**config.mk**
```make
export PLATFORM = sky130hd
export DESIGN_NAME = framebuffer
export DESIGN_NICKNAME = d
export VERILOG_FILES = /design/src/hdl/fsab_pkg.sv /design/src/hdl/video_pkg.sv /design/src/hdl/dvi_pack.sv /design/src/hdl/frame_dma.sv /design/src/hdl/framebuffer.sv /design/src/hdl/pixel_unpack.sv /design/src/hdl/sync_gen.sv
export VERILOG_INCLUDE_DIRS = /design/src /design/src/hdl
export SDC_FILE = /design/constraint.sdc
export NUM_CORES = 1
export LEC_CHECK = 0
export ABC_AREA = 1
export BUFFER_PORTS_ARGS = -buffer_cell sky130_fd_sc_hd__buf_4
export CORE_ASPECT_RATIO = 1.5
export CORE_MARGIN = 2
export CORE_UTILIZATION = 25
export CTS_CLUSTER_DIAMETER = 60
export DETAILED_ROUTE_END_ITERATION = 12
export PLACE_DENSITY = 0.5
export SLEW_MARGIN = 20
export SYNTH_ARGS = -nofsm -noshare
export SYNTH_HDL_FRONTEND = slang
export SYNTH_HIERARCHICAL = 1
export SYNTH_SLANG_ARGS = --single-unit
```
**constraint.sdc**
```tcl
create_clock -name fbclk -period 1.8 [get_ports fbclk]
set_clock_uncertainty 0.05 [all_clocks]
set_input_delay 0.18 -clock fbclk [delete_from_list [all_inputs] [get_ports fbclk]]
set_output_delay 0.18 -clock fbclk [all_outputs]
set_load 0.01 [all_outputs]
```
**src/hdl/fb_settings.svh**
```systemverilog
`ifndef FB_SETTINGS_SVH
`define FB_SETTINGS_SVH

// Frame geometry, kept tiny for simulation
`define FB_H_ACTIVE     8
`define FB_V_ACTIVE     4
`define FB_H_TOTAL      12
`define FB_V_TOTAL      6

// Sync pulse windows, start inclusive and end exclusive
`define FB_HS_START     9
`define FB_HS_END       10
`define FB_VS_START     4
`define FB_VS_END       5

// Memory bus
`define FB_BURST_WORDS  4
`define FB_CREDITS      2
`define FB_FIFO_DEPTH   16
`define FB_BASE_ADDR    31'h0000_0400 // Word address
`define FB_DID          4'h5

// Two pixels per 64-bit word
`define FB_FRAME_WORDS  ((`FB_H_ACTIVE * `FB_V_ACTIVE) / 2)

`endif

```
**src/hdl/fsab_pkg.sv**
```systemverilog
package fsab_pkg;

	// Read request, one cycle per burst
	typedef struct packed {
		logic        valid;
		logic [3:0]  did;
		logic [30:0] addr; // Word address
		logic [7:0]  len;  // Beats in the burst
	} fsab_req_t;

	// One response beat
	typedef struct packed {
		logic        valid;
		logic [3:0]  did;
		logic [63:0] data;
	} fsab_resp_t;

	typedef struct packed {
		logic [7:0] red;
		logic [7:0] green;
		logic [7:0] blue;
		logic [7:0] unused;
	} pix_slot_t;

	// Low slot is displayed first
	typedef struct packed {
		pix_slot_t hi;
		pix_slot_t lo;
	} pix_pair_t;

	typedef union packed {
		logic [63:0] raw;
		pix_pair_t   pixels;
	} frame_word_u;

endpackage

```
**src/hdl/video_pkg.sv**
```systemverilog
package video_pkg;

	typedef struct packed {
		logic [7:0] red;
		logic [7:0] green;
		logic [7:0] blue;
	} rgb_t;

	// Timing and position of the current pixel
	typedef struct packed {
		logic        vs;
		logic        hs;
		logic        border; // Outside the active area
		logic [11:0] x;
		logic [11:0] y;
	} vid_timing_t;

	// DVI pins as two half-cycle phases
	//   d_rise : {green[3:0], blue}
	//   d_fall : {red, green[7:4]}
	typedef struct packed {
		logic        vs;
		logic        hs;
		logic        de;
		logic [11:0] d_rise;
		logic [11:0] d_fall;
	} dvi_word_t;

endpackage
```
**src/hdl/dvi_pack.sv**
```systemverilog
`timescale 1ns/1ns

module dvi_pack import video_pkg::*; (
	input  logic        fbclk,
	input  logic        fbclk_rst_b,
	input  vid_timing_t timing,
	input  rgb_t        colour,
	output dvi_word_t   dvi
);

	logic vs_q;
	logic hs_q;
	logic de_q;
	rgb_t colour_q;

	always_ff @(posedge fbclk or negedge fbclk_rst_b) begin
		if (!fbclk_rst_b) begin
			vs_q <= 1'b0;
			hs_q <= 1'b0;
			de_q <= 1'b0;
		end else begin
			vs_q <= timing.vs;
			hs_q <= timing.hs;
			de_q <= ~timing.border;
		end
	end

	always_ff @(posedge fbclk)
		colour_q <= colour;

	assign dvi.vs     = vs_q;
	assign dvi.hs     = hs_q;
	assign dvi.de     = de_q;
	assign dvi.d_rise = {colour_q.green[3:0], colour_q.blue};
	assign dvi.d_fall = {colour_q.red, colour_q.green[7:4]};

endmodule

```
**src/hdl/frame_dma.sv**
```systemverilog
`timescale 1ns/1ns
`include "fb_settings.svh"

module frame_dma import fsab_pkg::*; (
	input  logic        fbclk,
	input  logic        fbclk_rst_b,
	output fsab_req_t   fsabo,
	input  logic        fsabo_credit,
	input  fsab_resp_t  fsabi,
	input  logic        pop,
	output frame_word_u head,
	output logic        fifo_empty
);

	localparam int DEPTH  = `FB_FIFO_DEPTH;
	localparam int PTR_W  = $clog2(DEPTH);
	localparam int CNT_W  = PTR_W + 1;
	localparam int OCC_W  = PTR_W + 2;
	localparam int CRED_W = $clog2(`FB_CREDITS + 1);

	logic [CRED_W-1:0] credits_q;
	logic [CNT_W-1:0]  outstanding_q; // Words requested, not yet arrived
	logic [30:0]       addr_q;
	logic [CNT_W-1:0]  count_q;
	logic [PTR_W-1:0]  wr_ptr_q;
	logic [PTR_W-1:0]  rd_ptr_q;
	logic [63:0]       mem [DEPTH];

	logic [OCC_W-1:0]  occupancy;
	logic              issue;
	logic              push;
	logic              pop_ok;

	// Room for a whole burst on top of what is already promised
	assign occupancy = OCC_W'(count_q) + OCC_W'(outstanding_q) + OCC_W'(`FB_BURST_WORDS);
	assign issue     = (credits_q != '0) && (occupancy <= OCC_W'(DEPTH));

	assign push   = fsabi.valid && (fsabi.did == `FB_DID); // Other devices' beats dropped
	assign pop_ok = pop && !fifo_empty;

	always_ff @(posedge fbclk or negedge fbclk_rst_b) begin
		if (!fbclk_rst_b) begin
			fsabo         <= '0;
			credits_q     <= CRED_W'(`FB_CREDITS);
			outstanding_q <= '0;
			addr_q        <= `FB_BASE_ADDR;
		end else begin
			fsabo.valid <= issue;
			fsabo.did   <= `FB_DID;
			fsabo.addr  <= addr_q;
			fsabo.len   <= 8'(`FB_BURST_WORDS);

			if (issue && !fsabo_credit)
				credits_q <= credits_q - 1'b1;
			else if (!issue && fsabo_credit)
				credits_q <= credits_q + 1'b1;

			outstanding_q <= outstanding_q
				+ (issue ? CNT_W'(`FB_BURST_WORDS) : '0)
				- (push ? CNT_W'(1) : '0);

			if (issue) begin
				if (addr_q == 31'(`FB_BASE_ADDR + `FB_FRAME_WORDS - `FB_BURST_WORDS))
					addr_q <= `FB_BASE_ADDR; // Back to frame start
				else
					addr_q <= addr_q + 31'(`FB_BURST_WORDS);
			end
		end
	end

	always_ff @(posedge fbclk or negedge fbclk_rst_b) begin
		if (!fbclk_rst_b) begin
			count_q  <= '0;
			wr_ptr_q <= '0;
			rd_ptr_q <= '0;
		end else begin
			if (push)
				wr_ptr_q <= wr_ptr_q + 1'b1;
			if (pop_ok)
				rd_ptr_q <= rd_ptr_q + 1'b1;
			if (push && !pop_ok)
				count_q <= count_q + 1'b1;
			else if (!push && pop_ok)
				count_q <= count_q - 1'b1;
		end
	end

	always_ff @(posedge fbclk) begin
		if (push)
			mem[wr_ptr_q] <= fsabi.data;
	end

	// Show-ahead read
	assign head.raw   = mem[rd_ptr_q];
	assign fifo_empty = (count_q == '0);

	a_no_overflow: assert property (
		@(posedge fbclk) disable iff (!fbclk_rst_b)
		push |-> (count_q < CNT_W'(DEPTH)) || pop_ok
	) else $error("frame_dma: FIFO overflow");

	a_no_underflow: assert property (
		@(posedge fbclk) disable iff (!fbclk_rst_b)
		pop |-> !fifo_empty
	) else $error("frame_dma: pop on empty FIFO");

	// Bus returned more credits than were ever handed out
	a_credit_limit: assert property (
		@(posedge fbclk) disable iff (!fbclk_rst_b)
		credits_q <= CRED_W'(`FB_CREDITS)
	) else $error("frame_dma: credit count above limit");

endmodule

```
**src/hdl/framebuffer.sv**
```systemverilog
`timescale 1ns/1ns

module framebuffer import fsab_pkg::*, video_pkg::*; (
	input  logic       fbclk,
	input  logic       fbclk_rst_b,
	output fsab_req_t  fsabo,
	input  logic       fsabo_credit,
	input  fsab_resp_t fsabi,
	output dvi_word_t  dvi
);

	logic        fifo_empty;
	logic        fifo_empty_q;
	logic        sync_rst_b;
	logic        pop;
	frame_word_u head;
	vid_timing_t timing;
	vid_timing_t timing_px;
	rgb_t        colour;

	// Video starts once the first word has landed
	always_ff @(posedge fbclk or negedge fbclk_rst_b) begin
		if (!fbclk_rst_b)
			fifo_empty_q <= 1'b1;
		else
			fifo_empty_q <= fifo_empty;
	end

	assign sync_rst_b = fbclk_rst_b && !fifo_empty_q;

	sync_gen u_sync_gen (
		.fbclk  (fbclk),
		.rst_b  (sync_rst_b),
		.timing (timing)
	);

	frame_dma u_frame_dma (
		.fbclk        (fbclk),
		.fbclk_rst_b  (fbclk_rst_b),
		.fsabo        (fsabo),
		.fsabo_credit (fsabo_credit),
		.fsabi        (fsabi),
		.pop          (pop),
		.head         (head),
		.fifo_empty   (fifo_empty)
	);

	pixel_unpack u_pixel_unpack (
		.fbclk       (fbclk),
		.fbclk_rst_b (fbclk_rst_b),
		.timing_in   (timing),
		.head        (head),
		.pop         (pop),
		.timing_out  (timing_px),
		.colour      (colour)
	);

	dvi_pack u_dvi_pack (
		.fbclk       (fbclk),
		.fbclk_rst_b (fbclk_rst_b),
		.timing      (timing_px),
		.colour      (colour),
		.dvi         (dvi)
	);

endmodule

```
**src/hdl/pixel_unpack.sv**
```systemverilog
`timescale 1ns/1ns

module pixel_unpack import fsab_pkg::*, video_pkg::*; (
	input  logic        fbclk,
	input  logic        fbclk_rst_b,
	input  vid_timing_t timing_in,
	input  frame_word_u head,
	output logic        pop,
	output vid_timing_t timing_out,
	output rgb_t        colour
);

	logic      half_q; // 0 shows the low slot, 1 the high slot
	pix_slot_t slot;

	always_ff @(posedge fbclk or negedge fbclk_rst_b) begin
		if (!fbclk_rst_b)
			half_q <= 1'b0;
		else if (!timing_in.border)
			half_q <= ~half_q;
	end

	// Word is done after its high slot
	assign pop = !timing_in.border && half_q;

	assign slot = half_q ? head.pixels.hi : head.pixels.lo;

	always_comb begin
		if (timing_in.border) begin
			colour.red   = 8'h00;
			colour.green = 8'h00;
			colour.blue  = 8'hff; // Border is blue
		end else begin
			colour.red   = slot.red;
			colour.green = slot.green;
			colour.blue  = slot.blue;
		end
	end

	assign timing_out = timing_in;

endmodule

```
**src/hdl/sync_gen.sv**
```systemverilog
`timescale 1ns/1ns
`include "fb_settings.svh"

module sync_gen import video_pkg::*; (
	input  logic        fbclk,
	input  logic        rst_b,
	output vid_timing_t timing
);

	logic [11:0] x_q;
	logic [11:0] y_q;
	logic        line_end;

	assign line_end = (x_q == 12'(`FB_H_TOTAL - 1));

	// Reset parks on the last blanking pixel so the border is up while held
	always_ff @(posedge fbclk or negedge rst_b) begin
		if (!rst_b) begin
			x_q <= 12'(`FB_H_TOTAL - 1);
			y_q <= 12'(`FB_V_TOTAL - 1);
		end else begin
			if (line_end) begin
				x_q <= '0;
				if (y_q == 12'(`FB_V_TOTAL - 1))
					y_q <= '0;
				else
					y_q <= y_q + 12'd1;
			end else begin
				x_q <= x_q + 12'd1;
			end
		end
	end

	always_comb begin
		timing.x      = x_q;
		timing.y      = y_q;
		timing.border = (x_q >= 12'(`FB_H_ACTIVE)) || (y_q >= 12'(`FB_V_ACTIVE));
		timing.hs     = (x_q >= 12'(`FB_HS_START)) && (x_q < 12'(`FB_HS_END));
		timing.vs     = (y_q >= 12'(`FB_VS_START)) && (y_q < 12'(`FB_VS_END));
	end

	// Line wrap must happen before the counter leaves the line
	a_x_in_line: assert property (
		@(posedge fbclk) disable iff (!rst_b)
		x_q < 12'(`FB_H_TOTAL)
	) else $error("sync_gen: x ran past the line total");

endmodule

```
### Yosys cells after proc, flatten, opt, wreduce, memory -nomap -nowiden

Memories as Yosys holds them, arrays and structs flattened.
Index checks and enable logic that the tools add are counted.

| cells by class | value |
|---|---|
| equality and inequality tests | 4 |
| $add $sub $neg | 13 |
| bitwise gates (word level) | 2 |
| reductions and logical operators | 23 |
| mux-type cells | 12 |
| $lt $le $gt $ge | 6 |

Operator list:

| kind | count |
|---|---|
| $mux W32 | 1 |
| $add A31 B3 Y31 const B | 1 |
| $eq A31 B11 Y1 const B | 1 |
| $mux W31 | 1 |
| $add A12 B1 Y12 const B | 2 |
| $ge A12 B4 Y1 const B | 2 |
| $mux W12 | 2 |
| $eq A12 B3 Y1 const B | 1 |
| $eq A12 B4 Y1 const B | 1 |
| $ge A12 B3 Y1 const B | 1 |
| $lt A12 B3 Y1 const B | 1 |
| $lt A12 B4 Y1 const B | 1 |
| $logic_and A1 B1 Y1 | 11 |
| $mux W5 | 2 |
| $add A4 B1 Y4 const B | 2 |
| $logic_not A1 Y1 | 7 |
| $add A5 B5 Y6 | 1 |
| $add A6 B3 Y6 const B | 1 |
| $le A6 B5 Y1 const B | 1 |
| $reduce_bool A2 Y1 | 3 |
| $add A5 B1 Y5 const B | 1 |
| $add A5 B5 Y5 | 1 |
| $logic_not A5 Y1 | 1 |
| $sub A5 B1 Y5 const B | 1 |
| other kinds (9) | 13 |

| storage, ports and cells | value |
|---|---|
| memories kept | 1 |
| RAM bits | 1024 |
| bits of input ports | 72 |
| output and inout bits | 71 |
| word-level logic and storage cells | 81 |
| register bits | 138 |

Memories:

| name | words | bits a word | rd ports | clocked after memory_dff | write ports | RTL line | text |
|---|---|---|---|---|---|---|---|
| u_frame_dma.mem | 16 | 64 | 1 | 0 | 1 | frame_dma.sv:27 | `logic [63:0] mem [DEPTH];` |

### Longest topological paths before layout

Gate-level depths: netlist of the first run.

| depth | value |
|---|---|
| word-level depth | 8 |
| gate-level depth with buffers | 17 |
| mapped depth without buffers | 17 |

### Modules after synthesis

Netlist of the first run, hierarchy kept.

Modules (own cells, without submodules):

| module | area each (um^2) | sequential area each (um^2) | instances | cells each |
|---|---|---|---|---|
| frame_dma | 44681.6 | 32753.9 | 1 | 3540 |
| sync_gen | 1480.2 | 606.8 | 1 | 204 |
| pixel_unpack | 666.9 | 25.0 | 1 | 111 |
| dvi_pack | 581.8 | 555.5 | 1 | 31 |
| framebuffer | 36.3 | 26.3 | 1 | 3 |

### Worst setup path after synthesis of the first run

Ideal clock, no wire load.

| path | value |
|---|---|
| kind | input to register |
| start | in fsabi[65] in the netlist's numbering |
| end | mem u_frame_dma.mem[15][0], enable pin |
| setup time | 0.565 ns |
| setup slack | -3.927 ns |
| buffers on the path | 0 |
| required time | 1.185 ns |
| arrival | 5.112 ns |
| stages | 5 |
| path through | nor3b_1 > nand3_1 > clkinv_1 > nand2_1 > nor3_1 |

| on the way | value |
|---|---|
| cells in the longest elaborated chain, start to end | 4 |

Ends and longest elaborated chain:

| element | RTL line | text |
|---|---|---|
| start, declared | framebuffer.sv:8 | `input fsab_resp_t fsabi,` |
| $eq A4 B3 Y1 (no line) | - |  |
| $logic_and A1 B1 Y1 | frame_dma.sv:38 | `` assign push = fsabi.valid && (fsabi.did == `FB_DID); `` |
| named net u_frame_dma.push | frame_dma.sv:31 | `logic push;` |
| $mux W1 | frame_dma.sv:89 | `if (push)` |
| $mux W1 (not written as such) | frame_dma.sv:90 | `mem[wr_ptr_q] <= fsabi.data;` |
| end, declared | frame_dma.sv:27 |  |

The timed path passes the listed nets, and every way through them passes these cells.

### Worst setup path in the final report of the first run

| path | value |
|---|---|
| start | reg u_frame_dma.outstanding_q[1] |
| end | reg u_frame_dma.outstanding_q[4] |

| on the way | value |
|---|---|
| cells in the longest elaborated chain, start to end | 7 |

Ends and longest elaborated chain:

| element | RTL line | text |
|---|---|---|
| start, declared | frame_dma.sv:22 | `logic [CNT_W-1:0] outstanding_q;` |
| start signal, assigned | frame_dma.sv:58 | `outstanding_q <= outstanding_q` |
| $add A5 B5 Y6 | frame_dma.sv:35 | `` assign occupancy = OCC_W'(count_q) + OCC_W'(outstanding_q) + OCC_W'(`FB_BURST_WORDS); `` |
| $add A6 B3 Y6 | frame_dma.sv:35 |  |
| $le A6 B5 Y1 | frame_dma.sv:36 | `assign issue = (credits_q != '0) && (occupancy <= OCC_W'(DEPTH));` |
| $logic_and A1 B1 Y1 | frame_dma.sv:36 |  |
| $mux W3 | frame_dma.sv:59 | `` + (issue ? CNT_W'(`FB_BURST_WORDS) : '0) `` |
| $add A5 B5 Y5 (*) | frame_dma.sv:58 |  |
| $sub A5 B5 Y5 (*) | frame_dma.sv:58 |  |

Every way passes the cells marked *; elsewhere a longest branch is shown, timed or not.
A chain may end at the register's enable or synchronous reset.

==> results of run 1 <==
==> worst max-delay path, cell delays in order, from the launching register on <==
cell,delay [ns]
dfrtp_2,0.43
ha_4,0.28
ha_4,0.12
inv_2,0.03
fa_2,0.50
nor3b_2,0.15
nand2_1,0.08
nand3_2,0.09
nand2b_4,0.07
ha_4,0.27
inv_4,0.04
ha_4,0.19
a21o_1,0.16
a21oi_2,0.12
xor2_1,0.14
==> registers in the layout, indices dropped and copies added (netlist names) <==
register / cells
fifo_empty_q: 1
u_dvi_pack/de_q: 1
u_dvi_pack/dvi: 24
u_dvi_pack/hs_q: 1
u_dvi_pack/vs_q: 1
u_frame_dma/addr_q: 29
u_frame_dma/count_q: 5
u_frame_dma/credits_q: 2
u_frame_dma/fsabo: 31
u_frame_dma/mem: 768
u_frame_dma/outstanding_q: 5
u_frame_dma/rd_ptr_q: 4
u_frame_dma/wr_ptr_q: 4
u_pixel_unpack/half_q: 1
u_sync_gen/x_q: 12
u_sync_gen/y_q: 12
==> metal layers <==
layer	global-route usage	vias to the layer above
met5	0	-
met1	0.186	13100
li1	-	12000
met4	0.0541	4
met3	0.0186	157
met2	0.267	622
==> final timing paths <==
path                                                        startpoint                                endpoint  slack, ns  cells past startpoint
worst min register to register                  fifo_empty_q$_DFF_PN1_           u_sync_gen/y_q[7]$_DFFE_PN0N_       0.32                      2
worst min-delay path                                      fsabo_credit    u_frame_dma/credits_q[1]$_DFFE_PN1P_       0.01                      5
max in group asynchronous                       fifo_empty_q$_DFF_PN1_             u_sync_gen/x_q[1]$_DFF_PN1_       1.08                      2
worst max-delay path            u_frame_dma/outstanding_q[1]$_DFF_PN0_  u_frame_dma/outstanding_q[4]$_DFF_PN0_      -0.99                     14
min in group asynchronous                                  fbclk_rst_b       u_frame_dma/addr_q[7]$_DFFE_PN0P_       0.05                      3
worst max register to register  u_frame_dma/outstanding_q[1]$_DFF_PN0_  u_frame_dma/outstanding_q[4]$_DFF_PN0_      -0.99                     14
==> what timing repair did <==
action,CTS,global route
hold buffers,51,0
endpoints found under the setup margin,68,82
endpoints found under the hold margin,878,0
setup buffers,48,16
gates cloned,33,4
pin swaps,109,55
gates resized for setup,299,78
==> final cells by class <==
type	count	area (sq um)	area share
clock buffers	106	2390	0.0483
repair buffers	565	6940	0.140
inverters	111	473	0.00954
well taps	1936	2420	0.0489
diodes	3	7.51	0.000151
flip-flops and latches	901	26300	0.530
multi-input cells	1930	10400	0.210
repair inverters	2	60.1	0.00121
clock inverters	60	588	0.0119
==> through the flow <==
step / hold slack [ns] / TNS [ns]
after floorplan: -0.166 / -157.29
final: 0.0128 / -38.14
after global routing: 0.0501 / -46.68
after CTS: 0.00928 / -35.63
after global placement: 0.219 / -180.61
after detailed placement: 0.219 / -182.03
==> power breakdown <==
part | total, mW | switching [mW] | internal [mW] | leakage, nW
sequential | 23.6 | 0.366 | 23.2 | 8.52
combinational | 30.0 | 17.1 | 12.9 | 7.92
clock | 19.2 | 8.32 | 10.9 | 1.45
==> results.yml, run 1 <==
sta:
  drv_slew: 0
  final_hold_viol_count: 0
  relSlewSlack: 0.630
  achievable-frequency_mhz: 359
  setup_slack_ns: -0.985
  period_share: 1.55
  setup_violations: 65
  rsz0062_at_grt: "true"
  tightest_slew_ns: 0.554
  finalCriticalPeriod_ns: 2.79
place:
  pre_cts_slack_ns: -1.03
  io_buffers: 115
  dpl.hpwl_microns: 71900
  routabilityCongestion: 0.784
  dpl.cell_count: 5307
  place_area_sq_mm: 0.0437
finish:
  nFillCells: 14800
  area_growth_pct: 32.2
  final_common_cell: "edfxtp_1"
  final_util: 0.332
  final_cell_area_sq_mm: 0.0496
  fin_nets: 3708
  instances_no_fill: 5614
  drive_gt1_frac: 0.247
  final_cell_mix: "edfxtp_1, nor2_1, buf_4, nand2_1, o21ai_0"
setup_path:
  endpoint_kind: "flop"
  cp_max_fo: 2
  cp.arrival_ns: 3.35
  crit_required_ns: 2.36
  criticalPathCategory: "flop to flop"
  crit_path_start_kind: "flop"
die:
  initial_core_util: 0.251
  die_area_sq_mm: 0.153
  die_h_microns: 478
  die_x_microns: 320
  num_io_pins: 143
  core-area_sq_mm: 0.149
  rows: 174
power_and_ir_drop:
  ir_drop_mv: 1.01
  p_leak_nw: 17.9
  finalPower_mw: 72.7
  p_per_area_mw_per_mm2: 1470
global_routing:
  grt_pass1_vias: 26100
  grt_pass1_wl_microns: 173000
  antenna_found_initial: 6
  grt_max_degree: 64
  gr-total-overflow: 0
  grt_use_total: 0.150
detailed_routing:
  drtAntennaViolNets: 0
  drt-met1-wl_microns: 47900
  drt_iter0_drc: 1776
  drc: 0
  wl_met3_microns: 4710
  dr.pass1.iters: 5
  avgRoutedWirePerCell_microns: 20.8
  met2_length_microns: 60400
  viasPerCell: 4.61
  totalWireLength_microns: 117000
  dr.max_layer_used: "met5"
  via_count: 25900
cts:
  htree_levels: 3
  clk_latency_ns: 0.70
  root_buffer: "clkbuf_16"
  numCtsBuffers: 90
  cts_tree: "done"
  cts_sinks: 901
  clkTransAtPathRegs_ns: 0.06
  clockBufferDepth: 3
synthesis:
  synth_cells: 3177
  syn_area_sq_mm: 0.0375
  syn_avg_cell_area_sq_um: 11.8
  ys_warn_count: 6
run:
  maxCapViolCount: 0
outcome:
  violations: "setup timing"
  outcome: "finished with violations"
hold_path:
  hold_class: "primary input to flop"
No activity file was read; power rests on OpenSTA's default activity.
==> run 2: changes to the inputs <==
Settings changed: BUFFER_PORTS_ARGS -buffer_cell sky130_fd_sc_hd__buf_4 to default, CORE_ASPECT_RATIO 1.5 to 2, DONT_BUFFER_PORTS from default to 1, PLACE_DENSITY 0.5 to 0.49.
Clock period 1.8 ns to 3.2 ns, I/O delays scaled along.
==> results.yml, run 2 (synthesized netlist as in run 1, its figures left out) <==
outcome:
  outcome: "finished clean"
global_routing:
  grt_use_total: 0.126
  antenna_found_initial: 10
  grt_max_degree: 99
  gr-total-overflow: 0
  grt_pass1_wl_microns: 148000
  grt_pass1_vias: 22700
finish:
  final_common_cell: "edfxtp_1"
  final_util: 0.290
  largest_reg_flops: 768
  area_growth_pct: 15.5
  top_register: "u_frame_dma/mem"
  drive_gt1_frac: 0.0910
  final_cell_area_sq_mm: 0.0433
  fin_nets: 3282
  final_cell_mix: "edfxtp_1, nor2_1, nand2_1, o21ai_0, o211ai_1"
  top_regs: "u_frame_dma/mem (768), u_frame_dma/fsabo (31), u_frame_dma/addr_q (29)"
cts:
  root_buffer: "clkbuf_16"
  htree_levels: 3
  clk_latency_ns: 0.66
  clkTransAtPathRegs_ns: 0.06
  cts_sinks: 901
  clockBufferDepth: 3
  numCtsBuffers: 94
  cts_tree: "done"
  cts_setup_buffers: 0
detailed_routing:
  met2_length_microns: 45600
  viasPerCell: 4.55
  drtAntennaViolNets: 0
  via_count: 23600
  totalWireLength_microns: 98800
  drt-met1-wl_microns: 44800
  dr.pass1.iters: 5
  drt_iter0_drc: 1806
  wl_met3_microns: 6180
  drc: 0
  avgRoutedWirePerCell_microns: 19.0
  dr.max_layer_used: "met5"
power_and_ir_drop:
  seqPwrFrac: 0.385
  ir_drop_mv: 0.576
  swShare: 0.352
  p_comb_frac: 0.306
  p_per_area_mw_per_mm2: 801
  p_sw_mw: 12.2
  p_int_mw: 22.5
  power_frac_clock: 0.308
  p_leak_nw: 14.9
setup_path:
  cp_max_fo: 2
  r2r_end: "u_frame_dma/outstanding_q[4]$_DFF_PN0_"
  crit_required_ns: 3.72
  endpoint_kind: "flop"
  cp.arrival_ns: 3.49
  reg2reg_setup_slack_ns: 0.23
  criticalPathCategory: "flop to flop"
  crit_path_start_kind: "flop"
  worstSetupEndpoint: "u_frame_dma/outstanding_q[4]$_DFF_PN0_"
  startpoint: "u_frame_dma/count_q[1]$_DFFE_PN0P_"
  r2r-start: "u_frame_dma/count_q[1]$_DFFE_PN0P_"
  ff2ff_path_depth: 14
place:
  routabilityCongestion: 0.800
  io_buffers: 0
  dpl.hpwl_microns: 53400
  pre_cts_slack_ns: 0.112
  place_area_sq_mm: 0.0397
sta:
  tns_ns: 0
  finalCriticalPeriod_ns: 2.97
  drv_slew: 0
  final_hold_viol_count: 0
  hold_slack_ns: 0.222
  setup_violations: 0
  setup_slack_ns: 0.229
  achievable-frequency_mhz: 337
  relSlewSlack: 0.321
  period_share: 0.928
  tightest_slew_ns: 1.02
  rsz0062_at_grt: "false"
die:
  die_x_microns: 278
  num_io_pins: 143
  rows: 201
  die_h_microns: 552
  initial_core_util: 0.251
  die_area_sq_mm: 0.153
  core-area_sq_mm: 0.149
run:
  maxCapViolCount: 0
hold_path:
  hold_class: "primary input to asynchronous set/reset pin"
[run 2: worst min path at each step]
stage	startpoint	to	slack, ns
after floorplan	fbclk_rst_b	u_dvi_pack/de_q$_DFF_PN0_	-0.03
after global placement	fbclk_rst_b	u_frame_dma/fsabo[14]$_DFF_PN0_	-0.02
after detailed placement	fbclk_rst_b	u_frame_dma/fsabo[11]$_DFF_PN0_	-0.02
after CTS	fbclk_rst_b	u_dvi_pack/de_q$_DFF_PN0_	0.22
after global routing	fbclk_rst_b	u_dvi_pack/de_q$_DFF_PN0_	0.25
final	fbclk_rst_b	u_dvi_pack/de_q$_DFF_PN0_	0.22
[run 2: per-stage QoR]
| step | cells | power [mW] |
|---|---|---|
| floorplan | 3187 | 21.1 |
| global placement | 4954 | 24.0 |
| detailed placement | 4954 | 24.1 |
| CTS | 5181 | 35.0 |
| global route | 5182 | 36.7 |
| finish | 5185 | 34.7 |
[run 2: layer usage]
| layer | global-route usage | vias up |
|---|---|---|
| li1 | - | 11100 |
| met1 | 0.173 | 11700 |
| met2 | 0.204 | 646 |
| met3 | 0.0243 | 132 |
| met4 | 0.0351 | 16 |
| met5 | 0 | - |
[run 2: critical path, cell delays in order (launching register included)]
cell and delay [ns]:
dfrtp_1 0.38, ha_1 0.28, ha_1 0.15, inv_1 0.05, fa_1 0.47, nor3b_2 0.16, nand2_1 0.10, nand3_2 0.12
nand2b_4 0.06, ha_1 0.29, inv_2 0.05, ha_1 0.26, a21o_1 0.19, a21oi_2 0.12, xor2_1 0.14
[run 2: final cells by class]
type | instances | area, sq um
repair buffers | 137 | 1540
flip-flops and latches | 901 | 26300
multi-input cells | 1930 | 9590
diodes | 4 | 10.0
well taps | 1928 | 2410
fillers | 15300 | 106000
clock inverters | 53 | 497
inverters | 111 | 432
clock buffers | 121 | 2550
[run 2: power by group through the flow]
stage | Sequential [mW] | Clock (mW) | Combinational, mW
floorplan | 13.4 | 0 | 7.68
global placement | 13.6 | 0 | 10.4
detailed placement | 13.6 | 0 | 10.5
CTS | 13.4 | 11.0 | 10.7
global route | 13.4 | 11.4 | 11.9
finish | 13.4 | 10.7 | 10.6
[run 2: timing repair]
action | CTS | global route
endpoints found under the setup margin | 0 | 3
gates resized for setup | 0 | 6
hold endpoints to repair | 874 | 0
hold buffers | 53 | 0
